===== src/design/fib_params.svh =====
`ifndef FIB_PARAMS_SVH
`define FIB_PARAMS_SVH

// ---------------------------------------------------------------------------
// term generation
// ---------------------------------------------------------------------------

`define FIB_WIDTH       11  // bits per term
`define FIB_TERMS       16  // terms per run, keep at 17 or below for 11-bit terms
`define TERM_CNT_WIDTH  5   // must reach FIB_TERMS

// ---------------------------------------------------------------------------
// display side
// ---------------------------------------------------------------------------

`define FIB_DIGITS      4   // decimal digits shown
`define SEG_WIDTH       8   // segment byte, bit 0 is the decimal point

`endif

===== src/design/fib_pkg.sv =====
`include "fib_params.svh"

package fib_pkg;

    // sequencer states
    typedef enum logic [1:0] {
        IDLE = 2'd0,
        LOAD = 2'd1,  // seed the two term registers
        RUN  = 2'd2
    } seq_state_e;

    // ---------------------------------------------------------------------------
    // record that moves down the digit pipeline
    // ---------------------------------------------------------------------------
    typedef struct packed {
        logic [`FIB_WIDTH-1:0]      remainder;  // part of the term still to convert
        logic [4*`FIB_DIGITS-1:0]   digits;     // bcd so far, 4'hF marks a blank
        logic                       lead;       // all digits so far were zero
    } digit_work_t;

    // one active-low segment byte per digit, thousands in the top byte
    typedef logic [`FIB_DIGITS-1:0][`SEG_WIDTH-1:0] seg_word_t;

endpackage


===== src/design/fib_sequencer.sv =====
`timescale 1ns/1ns
`include "fib_params.svh"

module fib_sequencer (
    input  logic                 clk,
    input  logic                 rst,
    input  logic                 start,
    output logic                 busy,
    output logic                 term_valid,
    input  logic                 term_ready,
    output fib_pkg::digit_work_t term
);

    fib_pkg::seq_state_e         state;
    logic [`FIB_WIDTH-1:0]       older;     // term offered next
    logic [`FIB_WIDTH-1:0]       newer;     // the one after it
    logic [`TERM_CNT_WIDTH-1:0]  term_cnt;  // terms pushed to the output register
    logic                        all_issued;
    logic                        issue;
    logic                        last_done;

    assign busy       = (state != fib_pkg::IDLE);
    assign all_issued = (term_cnt == `TERM_CNT_WIDTH'(`FIB_TERMS));

    // output register free, or emptying on this edge
    assign issue = (state == fib_pkg::RUN) && !all_issued && (!term_valid || term_ready);

    // final term leaves for the first digit stage
    assign last_done = all_issued && term_valid && term_ready;

    // ---------------------------------------------------------------------------
    // control FSM and term counter
    // ---------------------------------------------------------------------------
    always_ff @(posedge clk or posedge rst) begin
        if (rst) begin
            state      <= fib_pkg::IDLE;
            term_valid <= 1'b0;
            term_cnt   <= '0;
        end else begin
            case (state)
                fib_pkg::IDLE: begin
                    if (start) begin  // start only looked at here
                        state <= fib_pkg::LOAD;
                    end
                end
                fib_pkg::LOAD: begin
                    state    <= fib_pkg::RUN;
                    term_cnt <= '0;
                end
                fib_pkg::RUN: begin
                    if (last_done) begin
                        state <= fib_pkg::IDLE;
                    end
                end
                default: state <= fib_pkg::IDLE;
            endcase

            if (issue) begin
                term_valid <= 1'b1;
                term_cnt   <= term_cnt + `TERM_CNT_WIDTH'(1);
            end else if (term_valid && term_ready) begin
                term_valid <= 1'b0;
            end
        end
    end

    // ---------------------------------------------------------------------------
    // fibonacci pair
    // ---------------------------------------------------------------------------
    always_ff @(posedge clk) begin
        if (state == fib_pkg::LOAD) begin
            older <= '0;                 // F0
            newer <= `FIB_WIDTH'(1);     // F1
        end else if (issue) begin
            older <= newer;
            newer <= older + newer;
        end
    end

    // term handed to the digit pipeline, held until taken
    always_ff @(posedge clk) begin
        if (issue) begin
            term.remainder <= older;
            term.digits    <= '0;
            term.lead      <= 1'b1;
        end
    end

endmodule


===== config.mk =====
export PLATFORM = sky130hd
export DESIGN_NAME = fib_sequencer
export DESIGN_NICKNAME = d
export VERILOG_FILES = /design/src/design/fib_pkg.sv /design/src/design/fib_sequencer.sv
export VERILOG_INCLUDE_DIRS = /design/src /design/src/design
export SDC_FILE = /design/constraint.sdc
export NUM_CORES = 1
export LEC_CHECK = 0
export ABC_AREA = 1
export BUFFER_PORTS_ARGS = -buffer_cell sky130_fd_sc_hd__buf_2
export CAP_MARGIN = 15
export CORE_ASPECT_RATIO = 1.1
export CORE_MARGIN = 10
export CORE_UTILIZATION = 50
export DETAILED_ROUTE_END_ITERATION = 7
export PLACE_DENSITY = 0.77
export SYNTH_ARGS = -nofsm -noshare
export SYNTH_HDL_FRONTEND = slang
export SYNTH_SLANG_ARGS = --single-unit

===== constraint.sdc =====
create_clock -name clk -period 1.5 [get_ports clk]
set_clock_uncertainty 0.05 [all_clocks]
set_input_delay 0.45 -clock clk [delete_from_list [all_inputs] [get_ports clk]]
set_output_delay 0.45 -clock clk [all_outputs]
set_load 0.02 [all_outputs]

**Yosys cells after proc, flatten, opt, wreduce, memory -nomap -nowiden**

Index checks and enable logic that the tools add are counted.

- Add/subtract/negate cells: 2
- Multipliers: 0
- Div/mod/pow operators: 0
- Order comparisons: 0
- Equality and inequality tests: 5
- Shift-type cells: 0
- Mux-type cells: 7
- Bitwise operators: 0
- Reduce and logical (&&, ||, !) cells: 13

Operator list:

| kind | count |
|---|---|
| adder 11 bit | 1 |
| two-way mux 5 bit | 2 |
| one-hot mux 2 bit (3 select lines) | 1 |
| nonzero test 2 bit | 3 |
| adder 5 x 1 -> 5 bit, second input constant | 1 |
| == test 5 bit, second input constant | 1 |
| logical AND 1 bit | 5 |
| two-way mux 2 bit | 2 |
| != test 2 bit, second input constant | 2 |
| == test 2 x 1 -> 1 bit, second input constant | 1 |
| == test 2 bit, second input constant | 1 |
| zero test 1 bit | 2 |
| zero test 2 bit | 1 |
| two-way mux 1 bit | 2 |
| AND reduction 2 bit | 1 |
| logical OR 1 bit | 1 |

- Flip-flop bits (word level): 41
- Bits in latches: 0
- Bits in writable memories: 0
- Bits in read-only memories: 0
- Bits of input ports: 4
- Word-level logic and storage cells: 33
- Memories: 0

**Depth between registers and ports, before layout**

- Depth after elaboration: 5
- Gate-level depth with buffers: 12
- Gate-level depth less buffers: 12

**Least setup slack after synthesis**

Ideal clock, no wire load.

- Path type: reg2reg
- From: register newer[0]
- To: register newer[6]
- Setup time: 0.056 ns
- Arrival time: 1.510 ns
- Path slack: -0.116 ns
- Cell stages (with the launch flop): 12
- Buffers on the path: 0
- Clock period less this slack: 1.616 ns
- Cells stage by stage: dfxtp_1 > ha_1 > inv_1 > fa_1 > inv_1 > nand3_1 > nand3_2 > nand2_1 > a21o_1 > nand3_1 > nand2_1 > inv_1

- Longest elaborated chain between the ends: 1

Ends and longest elaborated chain:

| element | line | text |
|---|---|---|
| from (decl) | fib_sequencer.sv:16 | `` logic [`FIB_WIDTH-1:0] newer; `` |
| from (signal assigned) | fib_sequencer.sv:73 | `` newer <= `FIB_WIDTH'(1); `` |
| from (signal assigned) | fib_sequencer.sv:76 | `newer <= older + newer;` |
| adder 11 bit | fib_sequencer.sv:76 |  |

Every way passes these cells.
A chain may end at the register's enable or synchronous reset.

**Worst setup path in the final report**

- From: register newer[0]
- To: register newer[4]

Same word-level chain as after synthesis.

==> run_results.csv <==
group,metric,value,unit
grt,gr-total-overflow,0,
worst_setup_path,r2r_start,"newer[0]$_SDFFE_PP1P_",
die,rows,25,
timing,rsz0062_at_grt,"yes",
final_layout,layout_commonest_cell,"nand2_1",
grt,grt_usage,12.6,%
worst_setup_path,worstPathRequired,1.63,ns
final_layout,nFillCells,356,
yosys,ys.flop_type,"dfxtp_1",
final_layout,most-common-layout-cells,"nand2_1, inv_1, buf_4",
yosys,synth_enable_flop_cells,11,
grt,grt_pass1_vias,1879,
place,place_area,2530,sq um
pwr,fin_total_pwr,7.32,mW
pwr,peakVddDrop,1.04,mV
die,ios,34,
place,gp_congestion,0.855,
die,die_x,84.4,um
timing,hold_violations,0,
yosys,ys_ff_latch,41,
timing,period_minus_slack,1.63,ns
yosys,synth_area_leaders,"dfxtp_1, edfxtp_1, nand2_1",
detailed_routing,wirelength,5.01,mm
die,dieHeight,90.8,um
worst_setup_path,worstReg2RegEnd,"newer[4]$_SDFFE_PP0P_",
worst_setup_path,reg2reg_slack,-0.13,ns
clock_network,cts_sinks,41,
place,port_buffers,16,
timing,min_period_over_period,108,%
timing,maxSlewViolCount,0,
detailed_routing,num_vias,1875,
pwr,p_leak,1.35,nW
clock_network,clk_latency,0.30,ns
worst_setup_path,cp-startpoint,"newer[0]$_SDFFE_PP1P_",
yosys,syn-instance-count,273,
die,core_area,4350,sq um
worst_setup_path,reg2regPathDepth,9,
worst_setup_path,worstSetupPathType,"flop to flop",
yosys,synth-async-reset-ratio,19.5,%
clock_network,cts.clk_slew.worst_paths,0.08,ns
timing,setup-tns-final,-0.342,ns
hold_path,min_path_type,"input pin to async pin",
detailed_routing,ant_nets,0,
clock_network,cts_tree,"done",
yosys,yosysSeqAreaShare,42.6,%
detailed_routing,drc,0,
die,die-area,7670,sq um
grt,grt_pass1_wl,8.20,mm
timing,max_freq,0.615,GHz
final_layout,drive_gt1_share,33.9,%
worst_setup_path,path_max_fanout,3,
worst_setup_path,start_kind,"flop",
clock_network,cts_root_buf,"clkbuf_8",
final_layout,n_antenna_cell,0,
clock_network,htree_levels,2,
yosys,syn_area_per_cell,8.36,sq um
yosys,synth_area,2280,sq um
place,dp_hpwl,3.49,mm
yosys,synth_area_leader_cell,"dfxtp_1",
final_layout,area_growth,23.2,%
run,maxCapViolCount,0,
timing,setup_slack,-0.127,ns
outcome,status,"finished, violations left",
grt,antenna_found_initial,0,
yosys,yosys.area.top_type_share,19.3,%
clock_network,cts_max_path_buffers,2,
die,start_util,52.5,%
detailed_routing,wl_per_cell,13.5,um
pwr,power_density,2610,nW/um^2
outcome,violations,"negative setup slack",
detailed_routing,viasPerCell,5.07,
yosys,yosysUniqueCellTypes,31,
detailed_routing,drtIter0Drc,96,
final_layout,nets,333,
worst_setup_path,end_kind,"flop",
yosys,ys_warn_count,0,
detailed_routing,dr.pass1.iters,4,
timing,setup_viol,4,
grt,grt_max_degree,16,
final_layout,design_area,2810,sq um
worst_setup_path,crit_arrival,1.75,ns
clock_network,cts_buffers,5,
## synthesized netlist by cell type (7+ instances only)
cell and count:
nand2_1 62, inv_1 37, o21ai_2 7, dfxtp_1 22, ha_1 12, edfxtp_1 11
a21oi_2 8, a21oi_1 15, buf_4 17, nand3_1 21, nor2_1 14, dfrtp_1 8
## per-stage QoR
| step | util [%] | hold slack, ns | setup WS [ns] | instances |
|---|---|---|---|---|
| 3_5_place_dp | 58.1 | 0.364 | -0.118 | 357 |
| 3_3_place_gp | 58.1 | 0.355 | -0.0424 | 357 |
| 6_report | 64.6 | 0.0324 | -0.127 | 370 |
| 4_1_cts | 62.0 | 0.0422 | -0.0833 | 365 |
| 5_1_grt | 64.6 | 0.0725 | -0.191 | 370 |
| 2_1_floorplan | - | 0.216 | -0.0252 | 288 |
## power by group
part           switching, mW  internal [mW]
Clock                  0.381          0.484
Sequential             0.362           1.73
Combinational           2.39           1.98
## area by class of cell
| cell class | count | area [sq um] | area share [%] |
|---|---|---|---|
| multi-input cells | 182 | 1160 | 41.3 |
| repair buffers | 45 | 342 | 12.2 |
| clock inverters | 2 | 35.0 | 1.25 |
| inverters | 41 | 156 | 5.57 |
| clock buffers | 5 | 68.8 | 2.45 |
| well taps | 54 | 67.6 | 2.40 |
| flip-flops and latches | 41 | 980 | 34.9 |
## critical path, stage by stage (launching register included)
cell and delay, ns:
dfxtp_2 0.36, ha_4 0.14, inv_2 0.03, fa_2 0.34, inv_2 0.07, nand3_2 0.06
nand3_2 0.10, buf_4 0.12, xnor2_1 0.12, o21ai_1 0.10
## logic make-up (layout without fill, tap and decap cells)
family / after synthesis / after routing / share of synthesized area [%]
DFF: 41 / 41 / 42.6
adders and majority gates: 13 / 13 / 7.46
other: 2 / 17 / 0.329
and+or+nand+nor: 104 / 104 / 20.1
buffers and inverters: 65 / 93 / 15.2
AOI/OAI and AO/OA: 42 / 42 / 12.0
xor gates and xnor gates: 6 / 6 / 2.30
## timing repair
action / CTS / global route
pin swaps: 1 / 0
setup endpoints to repair: 8 / 37
hold buffers: 0 / 0
resized for setup: 8 / 23
setup buffers: 1 / 5
## layer usage
metal  GRT usage, %  vias to the layer above  share of wire (%)
met3           3.34                       11                5.3
met4           6.04                        0                2.6
li1               -                      926                  -
met5              0                        -                  0
met2           22.4                       45                 53
met1           13.5                      893                 40
## worst max-delay path by stage
| stage | endpoint | slack, ns | depth (start not counted) |
|---|---|---|---|
| 3_5_place_dp | newer[6]$_SDFFE_PP0P_ | -0.12 | 11 |
| 6_report | newer[4]$_SDFFE_PP0P_ | -0.13 | 9 |
| 4_1_cts | newer[6]$_SDFFE_PP0P_ | -0.08 | 11 |
| 5_1_grt | newer[8]$_SDFFE_PP0P_ | -0.19 | 11 |
| 2_1_floorplan | newer[6]$_SDFFE_PP0P_ | -0.03 | 11 |
| 3_3_place_gp | newer[8]$_SDFFE_PP0P_ | -0.04 | 11 |
## sequential cells by signal, summed over array words and instances (netlist names)
register	flops
newer	11
older	11
term	11
term_cnt	5
state	2
term_valid	1
Note: power is estimated with default switching activity, not from simulation.
