===== config.mk =====
export PLATFORM = sky130hd
export DESIGN_NAME = seg_encoder
export DESIGN_NICKNAME = d
export VERILOG_FILES = /design/src/design/fib_pkg.sv /design/src/design/seg_encoder.sv
export VERILOG_INCLUDE_DIRS = /design/src /design/src/design
export SDC_FILE = /design/constraint.sdc
export NUM_CORES = 1
export LEC_CHECK = 0
export BUFFER_PORTS_ARGS = -buffer_cell sky130_fd_sc_hd__buf_4
export CORE_MARGIN = 1
export CORE_UTILIZATION = 49
export DETAILED_ROUTE_END_ITERATION = 8
export PLACE_DENSITY = 0.8
export SLEW_MARGIN = 20
export SYNTH_ARGS = -nofsm -noshare
export SYNTH_HDL_FRONTEND = slang
export SYNTH_SLANG_ARGS = --single-unit

===== constraint.sdc =====
create_clock -name clk -period 1.9 [get_ports clk]
set_input_delay 0.095 -clock clk [delete_from_list [all_inputs] [get_ports clk]]
set_output_delay 0.095 -clock clk [all_outputs]
set_load 0.02 [all_outputs]

===== src/design/fib_params.svh =====
`ifndef FIB_PARAMS_SVH
`define FIB_PARAMS_SVH

// ---------------------------------------------------------------------------
// term generation
// ---------------------------------------------------------------------------

`define FIB_WIDTH       11  // bits per term
`define FIB_TERMS       16  // terms per run, keep at 17 or below for 11-bit terms
`define TERM_CNT_WIDTH  5   // must reach FIB_TERMS

// ---------------------------------------------------------------------------
// display side
// ---------------------------------------------------------------------------

`define FIB_DIGITS      4   // decimal digits shown
`define SEG_WIDTH       8   // segment byte, bit 0 is the decimal point

`endif

===== src/design/fib_pkg.sv =====
`include "fib_params.svh"

package fib_pkg;

    // sequencer states
    typedef enum logic [1:0] {
        IDLE = 2'd0,
        LOAD = 2'd1,  // seed the two term registers
        RUN  = 2'd2
    } seq_state_e;

    // ---------------------------------------------------------------------------
    // record that moves down the digit pipeline
    // ---------------------------------------------------------------------------
    typedef struct packed {
        logic [`FIB_WIDTH-1:0]      remainder;  // part of the term still to convert
        logic [4*`FIB_DIGITS-1:0]   digits;     // bcd so far, 4'hF marks a blank
        logic                       lead;       // all digits so far were zero
    } digit_work_t;

    // one active-low segment byte per digit, thousands in the top byte
    typedef logic [`FIB_DIGITS-1:0][`SEG_WIDTH-1:0] seg_word_t;

endpackage


===== src/design/seg_encoder.sv =====
`timescale 1ns/1ns
`include "fib_params.svh"

module seg_encoder (
    input  logic                 clk,
    input  logic                 rst,
    input  logic                 in_valid,
    output logic                 in_ready,
    input  fib_pkg::digit_work_t in_work,
    output logic                 out_valid,
    input  logic                 out_ready,
    output fib_pkg::seg_word_t   out_segs
);

    logic [4*`FIB_DIGITS-1:0] bcd_all;
    fib_pkg::seg_word_t       seg_next;

    // active low, decimal point held off
    function automatic logic [`SEG_WIDTH-1:0] seg_code(input logic [3:0] nib);
        case (nib)
            4'd0:    seg_code = 8'h03;
            4'd1:    seg_code = 8'h9F;
            4'd2:    seg_code = 8'h25;
            4'd3:    seg_code = 8'h0D;
            4'd4:    seg_code = 8'h99;
            4'd5:    seg_code = 8'h49;
            4'd6:    seg_code = 8'h41;
            4'd7:    seg_code = 8'h1F;
            4'd8:    seg_code = 8'h01;
            4'd9:    seg_code = 8'h09;
            default: seg_code = 8'hFF;  // blank
        endcase
    endfunction

    // leftover remainder is the ones digit, never blanked
    assign bcd_all = {in_work.digits[4*`FIB_DIGITS-5:0], in_work.remainder[3:0]};

    always_comb begin
        for (int i = 0; i < `FIB_DIGITS; i++) begin
            seg_next[i] = seg_code(bcd_all[4*i +: 4]);
        end
    end

    // ---------------------------------------------------------------------------
    // output register
    // ---------------------------------------------------------------------------
    assign in_ready = !out_valid || out_ready;

    always_ff @(posedge clk or posedge rst) begin
        if (rst) begin
            out_valid <= 1'b0;
        end else if (in_valid && in_ready) begin
            out_valid <= 1'b1;
        end else if (out_ready) begin
            out_valid <= 1'b0;
        end
    end

    always_ff @(posedge clk) begin
        if (in_valid && in_ready) begin
            out_segs <= seg_next;
        end
    end

endmodule


## Yosys cells after proc, flatten, opt, wreduce, memory -nomap -nowiden

Memory sizes are Yosys's and may differ from the RTL's. A register that Yosys moved wholly into a read port is not among the register bits.
Index checks and enable logic that the tools add are counted.

- Reduce and logical (&&, ||, !) cells: 4
- Mux-type cells: 2

Operators by type and width:

| operator | number |
|---|---|
| $mux 1 | 2 |
| $reduce_bool 2->1 | 1 |
| $logic_and 1x1->1 | 1 |
| $logic_not 1->1 | 1 |
| $logic_or 1x1->1 | 1 |

- Bits of input ports: 32
- Logic and storage cells: 15
- Flip-flop bits (word level): 33
- Memories: 4
- Output and inout bits: 34
- Bits in read-only memories: 448

Memory list:

| name | words | width | read ports | clocked after Yosys merged registers in | write ports | line | source |
|---|---|---|---|---|---|---|---|
| (no name shown) | 16 | 7 | 1 | 1 | 0 | seg_encoder.sv:20 | `case (nib)` |
| (no name shown) | 16 | 7 | 1 | 1 | 0 | seg_encoder.sv:20 |  |
| (no name shown) | 16 | 7 | 1 | 1 | 0 | seg_encoder.sv:20 |  |
| (no name shown) | 16 | 7 | 1 | 1 | 0 | seg_encoder.sv:20 |  |

## Depth between registers and ports, before layout

Gate-level depths: netlist of the first run.

- Depth in word-level cells: 4
- Mapped depth: 5
- Depth with buffers taken out: 5

## Least setup slack after synthesis of the first run

No wires, ideal clock.

- Path kind: reg2reg
- From: register out_valid
- To: register out_segs[10] (netlist name), enable pin
- Cell stages (with the launch flop): 3
- Clock period less this slack: 1,831 ps
- Setup slack: 69 ps
- Buffers on the path: 0
- Library setup time: 387 ps
- Required time: 1,513 ps
- Arrival time: 1,444 ps
- Cell sequence: dfrtp_1 > nand2b_1 > and2_1

- Longest elaborated chain between the ends: 3

RTL lines:

| element | line | source |
|---|---|---|
| start: declaration | seg_encoder.sv:10 | `output logic out_valid,` |
| start signal: assignment | seg_encoder.sv:51 | `out_valid <= 1'b0;` |
| start signal: assignment | seg_encoder.sv:53 | `out_valid <= 1'b1;` |
| start signal: assignment | seg_encoder.sv:55 | `out_valid <= 1'b0;` |
| $logic_not 1->1 | seg_encoder.sv:47 | `assign in_ready = !out_valid \|\| out_ready;` |
| $logic_or 1x1->1 | seg_encoder.sv:47 |  |
| net in_ready | seg_encoder.sv:8 | `output logic in_ready,` |
| $logic_and 1x1->1 | seg_encoder.sv:60 | `if (in_valid && in_ready) begin` |
| end: declaration | seg_encoder.sv:12 | `output fib_pkg::seg_word_t out_segs` |

The timed path passes the listed nets, and every way through them passes these cells.
A chain may end at the register's enable or synchronous reset.

## Final worst setup path of the first run

- From: register out_valid
- To: register out_segs[29] (netlist name), enable pin

- Longest elaborated chain between the ends: 3

RTL lines:

| element | line |
|---|---|
| $logic_not 1->1 | seg_encoder.sv:47 |
| $logic_or 1x1->1 | seg_encoder.sv:47 |
| $logic_and 1x1->1 | seg_encoder.sv:60 |

Every way passes these cells.

==> out/results.tsv, run 1 <==
stage	metric	value	unit
clocking	clk-insertion-delay-late	310	ps
floorplanning	design.core.area	0.00336	sq mm
layout	nets	270	
layout	final_common_cell	buf_4	
worst_hold_path	hp-start	out_ready	
yosys	syn_area	0.00172	sq mm
worst_setup_path	crit_path_max_fanout	28	
worst_setup_path	cp_slowest_stage_delay	400	ps
worst_setup_path	crit_required	1880	ps
pwr	seq_power_share	55.0	%
global_routing	overflow	0	
worst_setup_path	cp.depth	3	
floorplanning	die_y	61.3	microns
yosys	async_flop_share	3.45	%
pwr	p_leak	0.000956	uW
yosys	netlist-cell-type-count	24	
layout	antenna_cells	0	
floorplanning	initial_core_util	51.2	%
yosys	ys_ff_latch	29	
layout	final_cell_mix	buf_4 (50), edfxtp_1 (28), nor2_1 (22)	
floorplanning	pin_count	66	
clocking	clk_pin_slew	70	ps
timing	rsz0062_at_grt	no	
pwr	switchingPower	372	uW
floorplanning	rows	21	
yosys	syn_area_per_cell	10.4	sq um
worst_setup_path	cp-start-kind	flip-flop	
worst_setup_path	end_kind	flip-flop	
pwr	clkPwrFrac	22.4	%
worst_hold_path	whs_path_depth	3	
worst_setup_path	critPathBufInv	1	
worst_hold_path	hp-class	input port to flip-flop	
timing	hold_viol	0	
pwr	max-vdd-ir-drop	0.000278	V
yosys	synth_edf_count	28	
layout	fin_util	64.3	%
layout	layout-drive-gt1-share	28.4	%
worst_setup_path	ff2ff_setup_slack	610	ps
clocking	cts_root_buf	clkbuf_4	
detailed_routing	wire_per_inst	10.2	microns
clocking	ctsLongestPathBuffers	2	
floorplanning	die_area	0.00376	sq mm
detailed_routing	drtIter0Drc	43	
timing	post-route-min-period	1290	ps
global_routing	antenna_found_initial	0	
detailed_routing	num_vias	1237	
timing	drv_slew	0	
layout	fillCellCount	301	
detailed_routing	drc	0	
detailed_routing	routed_wl	2.69	mm
pwr	power.density	644	mW/mm^2
worst_setup_path	cp_top_family	flip-flops	
worst_setup_path	criticalPathCategory	flip-flop to flip-flop	
job	drv_cap	0	
layout	area.growth.synth_to_final	25.5	%
worst_setup_path	cp-startpoint	out_valid$_DFFE_PP0P_	
detailed_routing	viasPerCell	4.69	
global_routing	track_usage	15.9	%
placement	gp_congestion	0.797	
timing	setup-violations-final	0	
placement	dpl-instance-area	0.00210	sq mm
yosys	synth_ff_type	edfxtp_1	
timing	fin_tns_setup	0	ps
yosys	ys_seq_area_share	50.3	%
global_routing	grt_max_degree	29	
worst_setup_path	path_cells	nand2b_1 -> and2_1 -> buf_4	
pwr	netSwitchingFraction	26.7	%
worst_setup_path	crit_slowest_cell	dfrtp_1	
detailed_routing	first_pass_iters	4	
timing	fin_skew	5.27	ps
placement	preCtsSetupSlack	631	ps
worst_setup_path	crit_end	out_segs[29]$_DFFE_PP_	
global_routing	first_global_vias	987	
layout	final_cell_area	0.00216	sq mm
yosys	yosysWarnings	0	
worst_setup_path	r2r-end	out_segs[29]$_DFFE_PP_	
detailed_routing	final_antenna_net_count	0	
clocking	cts_tree	done	
global_routing	grt_first_pass_wirelength	4.21	mm
clocking	cts_buffers	5	
worst_setup_path	r2r_cells	3	
timing	setup_ws	610	ps
clocking	cts_sinks	29	
timing	fmax	775	MHz
worst_setup_path	critPathArrivalTime	1270	ps
pwr	comb_power_share	22.6	%
clocking	h-tree-depth	2	
pwr	internal-power	1020	uW
placement	io_buffers	49	
outcome	run_status	completed	
timing	fin_crit_sh	67.9	%
placement	place_hpwl	2.05	mm
worst_setup_path	timing.rr.start	out_valid$_DFFE_PP0P_	
yosys	postSynthCellCount	165	
floorplanning	die_w	61.3	microns
==> repair_timing <==
item                      4_1_cts  5_1_grt
hold endpoints to repair        2        0
hold buffers                    2        0
setup buffers                   0        0
gates resized for setup         0        0
==> cells by family after synthesis <==
logic type	count (synthesis)	synth area share [%]
compound gates	35	10.8
fa+ha+maj	20	14.5
buf+inv	22	6.90
flops	29	50.3
mux	2	1.23
other cells	1	0.218
simple gates	56	16.0
==> sequential cells by signal (all words and copies together), names as in the netlist <==
name / cells
out_segs: 28
out_valid: 1
==> synth_stat cells (3+ instances only) <==
master	n	share of area, %
o21ai_0	3	0.87
a21oi_1	16	4.6
inv_2	4	0.87
inv_1	9	2.0
nor2_1	22	4.8
or2_1	4	1.5
edfxtp_1	28	49
buf_4	5	2.2
nand2b_1	18	6.5
ha_1	20	15
nand2_1	9	2.0
o21ai_1	11	3.2
a31oi_1	3	1.1
==> how the worst min path moves through the flow <==
stage               slack (ps)                    end
global placement           -60  out_valid$_DFFE_PP0P_
finish                      80  out_valid$_DFFE_PP0P_
detailed placement         -50  out_valid$_DFFE_PP0P_
CTS                         60  out_valid$_DFFE_PP0P_
floorplan                 -180  out_valid$_DFFE_PP0P_
global route               100  out_valid$_DFFE_PP0P_
==> area by class of cell <==
type	count	area (sq um)	area share, %
clock inverters	1	3.75	0.174
well taps	46	57.6	2.66
flip-flops and latches	29	866	40.0
inverters	13	48.8	2.26
multi-input cells	117	749	34.7
clock buffers	6	41.3	1.91
repair buffers	52	395	18.3
==> tightest hold or removal path: cells and delay by family <==
family,cells,cell delay [ps]
buffers and inverters,1,70
and+or+nand+nor,2,180
==> layer usage <==
metal	vias up	part of all wire [%]	track usage, %
li1	651	-	-
met5	-	0	0
met2	32	52	27.5
met1	550	43	17.6
met3	4	4.2	5.67
met4	0	1.2	6.82
==> through the flow <==
step                      hold WS, ps  power (uW)  std cells
after floorplan                  -176         976        168
after global placement          -58.1        1090        255
after detailed placement        -54.7        1090        255
after CTS                        63.1        1410        264
after global routing              105        1470        264
final                            80.2        1390        264
==> power by group through the flow <==
stage | Combinational [uW] | Sequential [uW] | Clock, uW
finish | 315 | 766 | 312
global route | 353 | 771 | 345
CTS | 317 | 767 | 326
detailed placement | 313 | 781 | 0
global placement | 309 | 780 | 0
floorplan | 143 | 833 | 0
Power figures use the tool's default switching activity.
==> run 2, diff against run 1 <==
ABC_AREA = 1   (was not set)
CORE_UTILIZATION = 48   (was 49)
PLACE_DENSITY = 0.79   (was 0.8)
clock period = 1.3 ns   (was 1.9 ns; I/O delays follow)
==> out/results.tsv, run 2 <==
stage	metric	value	unit
outcome	run_status	completed	
job	drv_cap	0	
yosys	netlist.area_leader.share	49.9	%
worst_setup_path	r2r-end	out_segs[18]$_DFFE_PP_	
yosys	syn_area_per_cell	9.36	sq um
pwr	max-vdd-ir-drop	0.000515	V
placement	preCtsSetupSlack	220	ps
yosys	synth_edf_count	28	
timing	fin_crit_sh	84.6	%
yosys	synth.top_cells.by_count	nand2_1 (62), edfxtp_1 (28), inv_1 (27), nand3_1 (24), ha_1 (20)	
worst_setup_path	critPathArrivalTime	1130	ps
clocking	clk_pin_slew	90	ps
clocking	cts_sinks	29	
pwr	clkPwrFrac	22.9	%
global_routing	grt_first_pass_wirelength	3.80	mm
pwr	power.density	939	mW/mm^2
detailed_routing	drtIter0Drc	20	
detailed_routing	num_vias	1224	
detailed_routing	drc	0	
floorplanning	die_y	61.2	microns
yosys	yosys.area.top_type	edfxtp_1	
layout	largestRegisters	out_segs x28, out_valid x1	
detailed_routing	first_pass_iters	7	
global_routing	grt_max_degree	15	
worst_hold_path	hp-start	in_work[20]	
clocking	post_cts_buffers	0	
worst_setup_path	cp-startpoint	out_valid$_DFFE_PP0P_	
worst_setup_path	cp-start-kind	flip-flop	
timing	setup_ws	200	ps
placement	dpl-instance-area	0.00214	sq mm
detailed_routing	final_antenna_net_count	0	
yosys	synth.most_common_cell	nand2_1	
global_routing	antenna_found_initial	0	
yosys	async_flop_share	3.45	%
worst_hold_path	whs_path_depth	3	
worst_setup_path	criticalPathCategory	flip-flop to flip-flop	
worst_setup_path	r2r_cells	2	
worst_setup_path	ff2ff_setup_slack	200	ps
yosys	syn_area	0.00168	sq mm
floorplanning	pin_count	66	
layout	final_cell_count_no_fill	286	
worst_hold_path	hold_end	out_segs[3]$_DFFE_PP_	
detailed_routing	routed_wl	2.45	mm
global_routing	track_usage	14.3	%
yosys	synth_top_cells_by_area	edfxtp_1 (50%), ha_1 (15%), nand2_1 (14%)	
global_routing	first_global_vias	947	
floorplanning	die_area	0.00375	sq mm
yosys	ys_ff_latch	29	
pwr	switchingPower	579	uW
placement	place_hpwl	1.93	mm
yosys	ys_seq_area_share	51.4	%
pwr	comb_power_share	23.1	%
global_routing	overflow	0	
clocking	clk-insertion-delay-late	320	ps
worst_setup_path	timing.rr.start	out_valid$_DFFE_PP0P_	
clocking	cts_buffers	5	
clocking	cts_root_buf	clkbuf_4	
placement	io_buffers	49	
timing	hold_viol	0	
detailed_routing	wire_per_inst	8.56	microns
layout	largest_reg_flops	28	
pwr	power	2080	uW
timing	rsz0062_at_grt	no	
pwr	seq_power_share	54.0	%
clocking	ctsLongestPathBuffers	2	
yosys	postSynthCellCount	180	
timing	fin_skew	9.47	ps
pwr	netSwitchingFraction	27.8	%
yosys	yosysWarnings	0	
floorplanning	design.core.area	0.00334	sq mm
pwr	p_leak	0.00112	uW
floorplanning	die_w	61.2	microns
layout	final_cell_mix	nand2_1 (62), buf_4 (49), edfxtp_1 (28)	
detailed_routing	viasPerCell	4.28	
worst_setup_path	crit_path_max_fanout	14	
timing	post-route-min-period	1100	ps
worst_setup_path	end_kind	flip-flop	
layout	final_cell_area	0.00221	sq mm
placement	placed_cells	276	
timing	setup-violations-final	0	
timing	worst_hold_slack	39.5	ps
layout	final_common_cell	nand2_1	
layout	area.growth.synth_to_final	31.4	%
floorplanning	initial_core_util	50.5	%
clocking	cts_tree	done	
timing	drv_slew	0	
clocking	h-tree-depth	2	
yosys	netlist-cell-type-count	12	
layout	layout-drive-gt1-share	29.6	%
layout	top_register	out_segs	
layout	nets	291	
placement	gp_congestion	0.788	
floorplanning	rows	21	
layout	fillCellCount	262	
layout	antenna_cells	0	
pwr	internal-power	1500	uW
worst_setup_path	crit_required	1330	ps
worst_hold_path	hp-class	input port to flip-flop	
yosys	synth_ff_type	edfxtp_1	
timing	fmax	909	MHz
==> run 2: changes by cell type in the layout (fill, tap and decap cells not counted), sizes merged, moves of 2 or more <==
cell,change
or2,-4
a31oi,-3
inv,+18
nand3,+24
clkinv,+2
nand2,+57
nor2,-22
a21oi,-16
nand2b,-18
o21ai,-10
==> run 2: repair_timing <==
| item | CTS | global route |
|---|---|---|
| gates resized for setup | 0 | 0 |
| endpoints found under the hold margin | 2 | 0 |
| hold buffers | 2 | 0 |
==> run 2: layout make-up <==
class | instances | area [sq um] | share of cell area (%)
clock buffers | 5 | 37.5 | 1.70
multi-input cells | 119 | 694 | 31.4
flip-flops and latches | 29 | 867 | 39.2
repair buffers | 53 | 428 | 19.3
clock inverters | 3 | 12.5 | 0.565
inverters | 31 | 116 | 5.26
well taps | 46 | 57.6 | 2.60
==> run 2: worst max-delay path by stage <==
stage                                   to  slack [ps]  cells after the start
floorplan           out_segs[10]$_DFFE_PP_         -90                      1
global placement    out_segs[27]$_DFFE_PP_         220                      2
detailed placement  out_segs[27]$_DFFE_PP_         220                      2
CTS                 out_segs[18]$_DFFE_PP_         190                      2
global route        out_segs[17]$_DFFE_PP_         160                      2
finish              out_segs[18]$_DFFE_PP_         200                      2
==> run 2: logic make-up (layout without fill, tap and decap cells) <==
family | after synthesis | count (layout) | share of synthesized area [%]
AO/OA/AOI/OAI | 5 | 5 | 2.38
buffers and inverters | 35 | 92 | 8.69
other | 1 | 4 | 0.223
AND/OR/NAND/NOR | 90 | 90 | 22.4
adder cells (fa/ha/maj) | 20 | 20 | 14.9
flip-flops | 29 | 29 | 51.4
==> run 2: worst max-delay path, stage by stage (launching register included) <==
cell,delay (ps)
dfrtp_2,440
a21oi_4,210
buf_12,170
==> run 2: power by group through the flow <==
stage                     combinational (uW)  sequential, uW  clock [uW]
after CTS                                483            1120         499
after global routing                     538            1130         524
final                                    480            1120         477
after global placement                   474            1140           0
after detailed placement                 477            1150           0
after floorplan                          197            1230           0
==> run 2: through the flow <==
step	utilization (%)	setup TNS [ps]
6_report	66.3	0
5_1_grt	66.3	0
4_1_cts	66.3	0
3_5_place_dp	64.2	0
3_3_place_gp	64.2	0
2_1_floorplan	-	-2550
==> run 2: per-layer routing <==
layer  vias up  global-route usage [%]  part of all wire (%)
met5         -                       0                     0
met4         0                    7.79                   2.2
met3         6                    5.25                   6.0
met2        32                    23.9                    51
met1       505                    15.7                    41
li1        681                       -                     -
==> run 3, diff against run 2 <==
clock period = 1.1 ns   (was 1.3 ns; I/O delays follow)
==> out/results.tsv, run 3 (synthesis results as in run 2) <==
stage	metric	value	unit
pwr	comb_power_share	23.1	%
placement	placed_cells	275	
timing	fin_tns_setup	0	ps
timing	rsz0062_at_grt	yes	
worst_setup_path	crit_path_max_fanout	28	
pwr	seq_power_share	55.2	%
timing	worst_hold_slack	39.3	ps
timing	fin_skew	3.30	ps
floorplanning	initial_core_util	50.5	%
worst_setup_path	critPathArrivalTime	1090	ps
worst_hold_path	hp-class	input port to flip-flop	
pwr	power.density	1100	mW/mm^2
pwr	switchingPower	639	uW
pwr	p_leak	0.00112	uW
clocking	cts_tree	done	
clocking	cts_buffers	5	
layout	fillCellCount	287	
global_routing	first_global_vias	944	
clocking	clk_pin_slew	70	ps
outcome	run_status	completed	
layout	layout-drive-gt1-share	29.0	%
pwr	internal-power	1770	uW
detailed_routing	wire_per_inst	8.37	microns
clocking	h-tree-depth	2	
clocking	ctsLongestPathBuffers	2	
worst_setup_path	end_kind	flip-flop	
timing	drv_slew	0	
clocking	post_cts_buffers	0	
layout	final_cell_count_no_fill	284	
placement	place_hpwl	1.88	mm
layout	antenna_cells	0	
timing	hold_viol	0	
pwr	max-vdd-ir-drop	0.000409	V
timing	post-route-min-period	1070	ps
global_routing	grt_first_pass_wirelength	3.75	mm
placement	gp_congestion	0.763	
clocking	clk-insertion-delay-late	310	ps
global_routing	overflow	0	
timing	fin_crit_sh	97.5	%
detailed_routing	routed_wl	2.38	mm
worst_setup_path	crit_required	1120	ps
detailed_routing	viasPerCell	4.29	
detailed_routing	final_antenna_net_count	0	
pwr	power	2410	uW
detailed_routing	num_vias	1217	
clocking	cts_sinks	29	
layout	final_cell_mix	nand2_1 (62), buf_4 (49), edfxtp_1 (28)	
layout	multiInputGateArea	694	sq um
layout	largestRegisters	out_segs x28, out_valid x1	
timing	setup-violations-final	0	
floorplanning	rows	21	
global_routing	antenna_found_initial	0	
floorplanning	die_area	0.00375	sq mm
job	drv_cap	0	
pwr	netSwitchingFraction	26.6	%
placement	io_buffers	49	
floorplanning	pin_count	66	
detailed_routing	first_pass_iters	4	
layout	top_register	out_segs	
worst_setup_path	cp-start-kind	flip-flop	
layout	area.growth.synth_to_final	30.1	%
layout	final_common_cell	nand2_1	
pwr	clkPwrFrac	21.7	%
layout	nets	290	
global_routing	track_usage	14.2	%
floorplanning	die_y	61.2	microns
timing	fmax	933	MHz
layout	regArea	867	sq um
detailed_routing	drtIter0Drc	36	
global_routing	grt_max_degree	29	
floorplanning	die_w	61.2	microns
floorplanning	design.core.area	0.00334	sq mm
detailed_routing	drc	0	
clocking	cts_root_buf	clkbuf_4	
layout	fin_util	65.7	%
layout	largest_reg_flops	28	
worst_setup_path	criticalPathCategory	flip-flop to flip-flop	
## run 3: final timing paths
kind	startpoint	endpoint	slack [ps]	depth (start not counted)
worst min register to register	out_valid$_DFFE_PP0P_	out_valid$_DFFE_PP0P_	560	2
worst min-delay path	in_work[8]	out_segs[19]$_DFFE_PP_	40	3
worst max-delay path	out_valid$_DFFE_PP0P_	out_segs[3]$_DFFE_PP_	30	2
min in group asynchronous	rst	out_valid$_DFFE_PP0P_	140	3
worst max register to register	out_valid$_DFFE_PP0P_	out_segs[3]$_DFFE_PP_	30	2
max in group asynchronous	rst	out_valid$_DFFE_PP0P_	860	3
## run 3: final cells by class
cell class,instances,share of cell area [%]
Inverter,31,5.31
Multi-Input combinational cell,119,31.7
Clock inverter,1,0.171
Tap cell,46,2.63
Timing Repair Buffer,52,18.7
Sequential cell,29,39.6
Clock buffer,6,1.88
## run 3: repair_timing
action	in CTS	in global routing
endpoints found under the setup margin	0	28
endpoints found under the hold margin	2	0
hold buffers	2	0
gates resized for setup	0	1
## run 3: power by group through the flow
stage / Clock [uW] / Combinational (uW) / Sequential, uW
after floorplan: 0 / 233 / 1450
after global placement: 0 / 548 / 1350
after detailed placement: 0 / 551 / 1360
after global routing: 580 / 624 / 1340
after CTS: 542 / 558 / 1330
final: 522 / 555 / 1330
## run 3: metal layers
layer / wire length, microns / GRT usage (%) / vias to the layer above
met5: 0 / 0 / -
met4: 56 / 9.74 / 0
met3: 113 / 3.99 / 5
met2: 1240 / 23.3 / 34
met1: 969 / 16.0 / 498
li1: - / - / 680
## run 3: worst max-delay path, stage by stage (launching register included)
cell	delay, ps
dfrtp_2	430
a21oi_4	140
buf_12	190
## run 3: per-stage QoR
| step | instance area [sq um] | setup slack [ps] |
|---|---|---|
| 6_report | 2190 | 27.8 |
| 5_1_grt | 2190 | -11.2 |
| 4_1_cts | 2190 | 23.9 |
| 3_5_place_dp | 2120 | 35.7 |
| 3_3_place_gp | 2120 | 41.2 |
| 2_1_floorplan | 1710 | -291 |
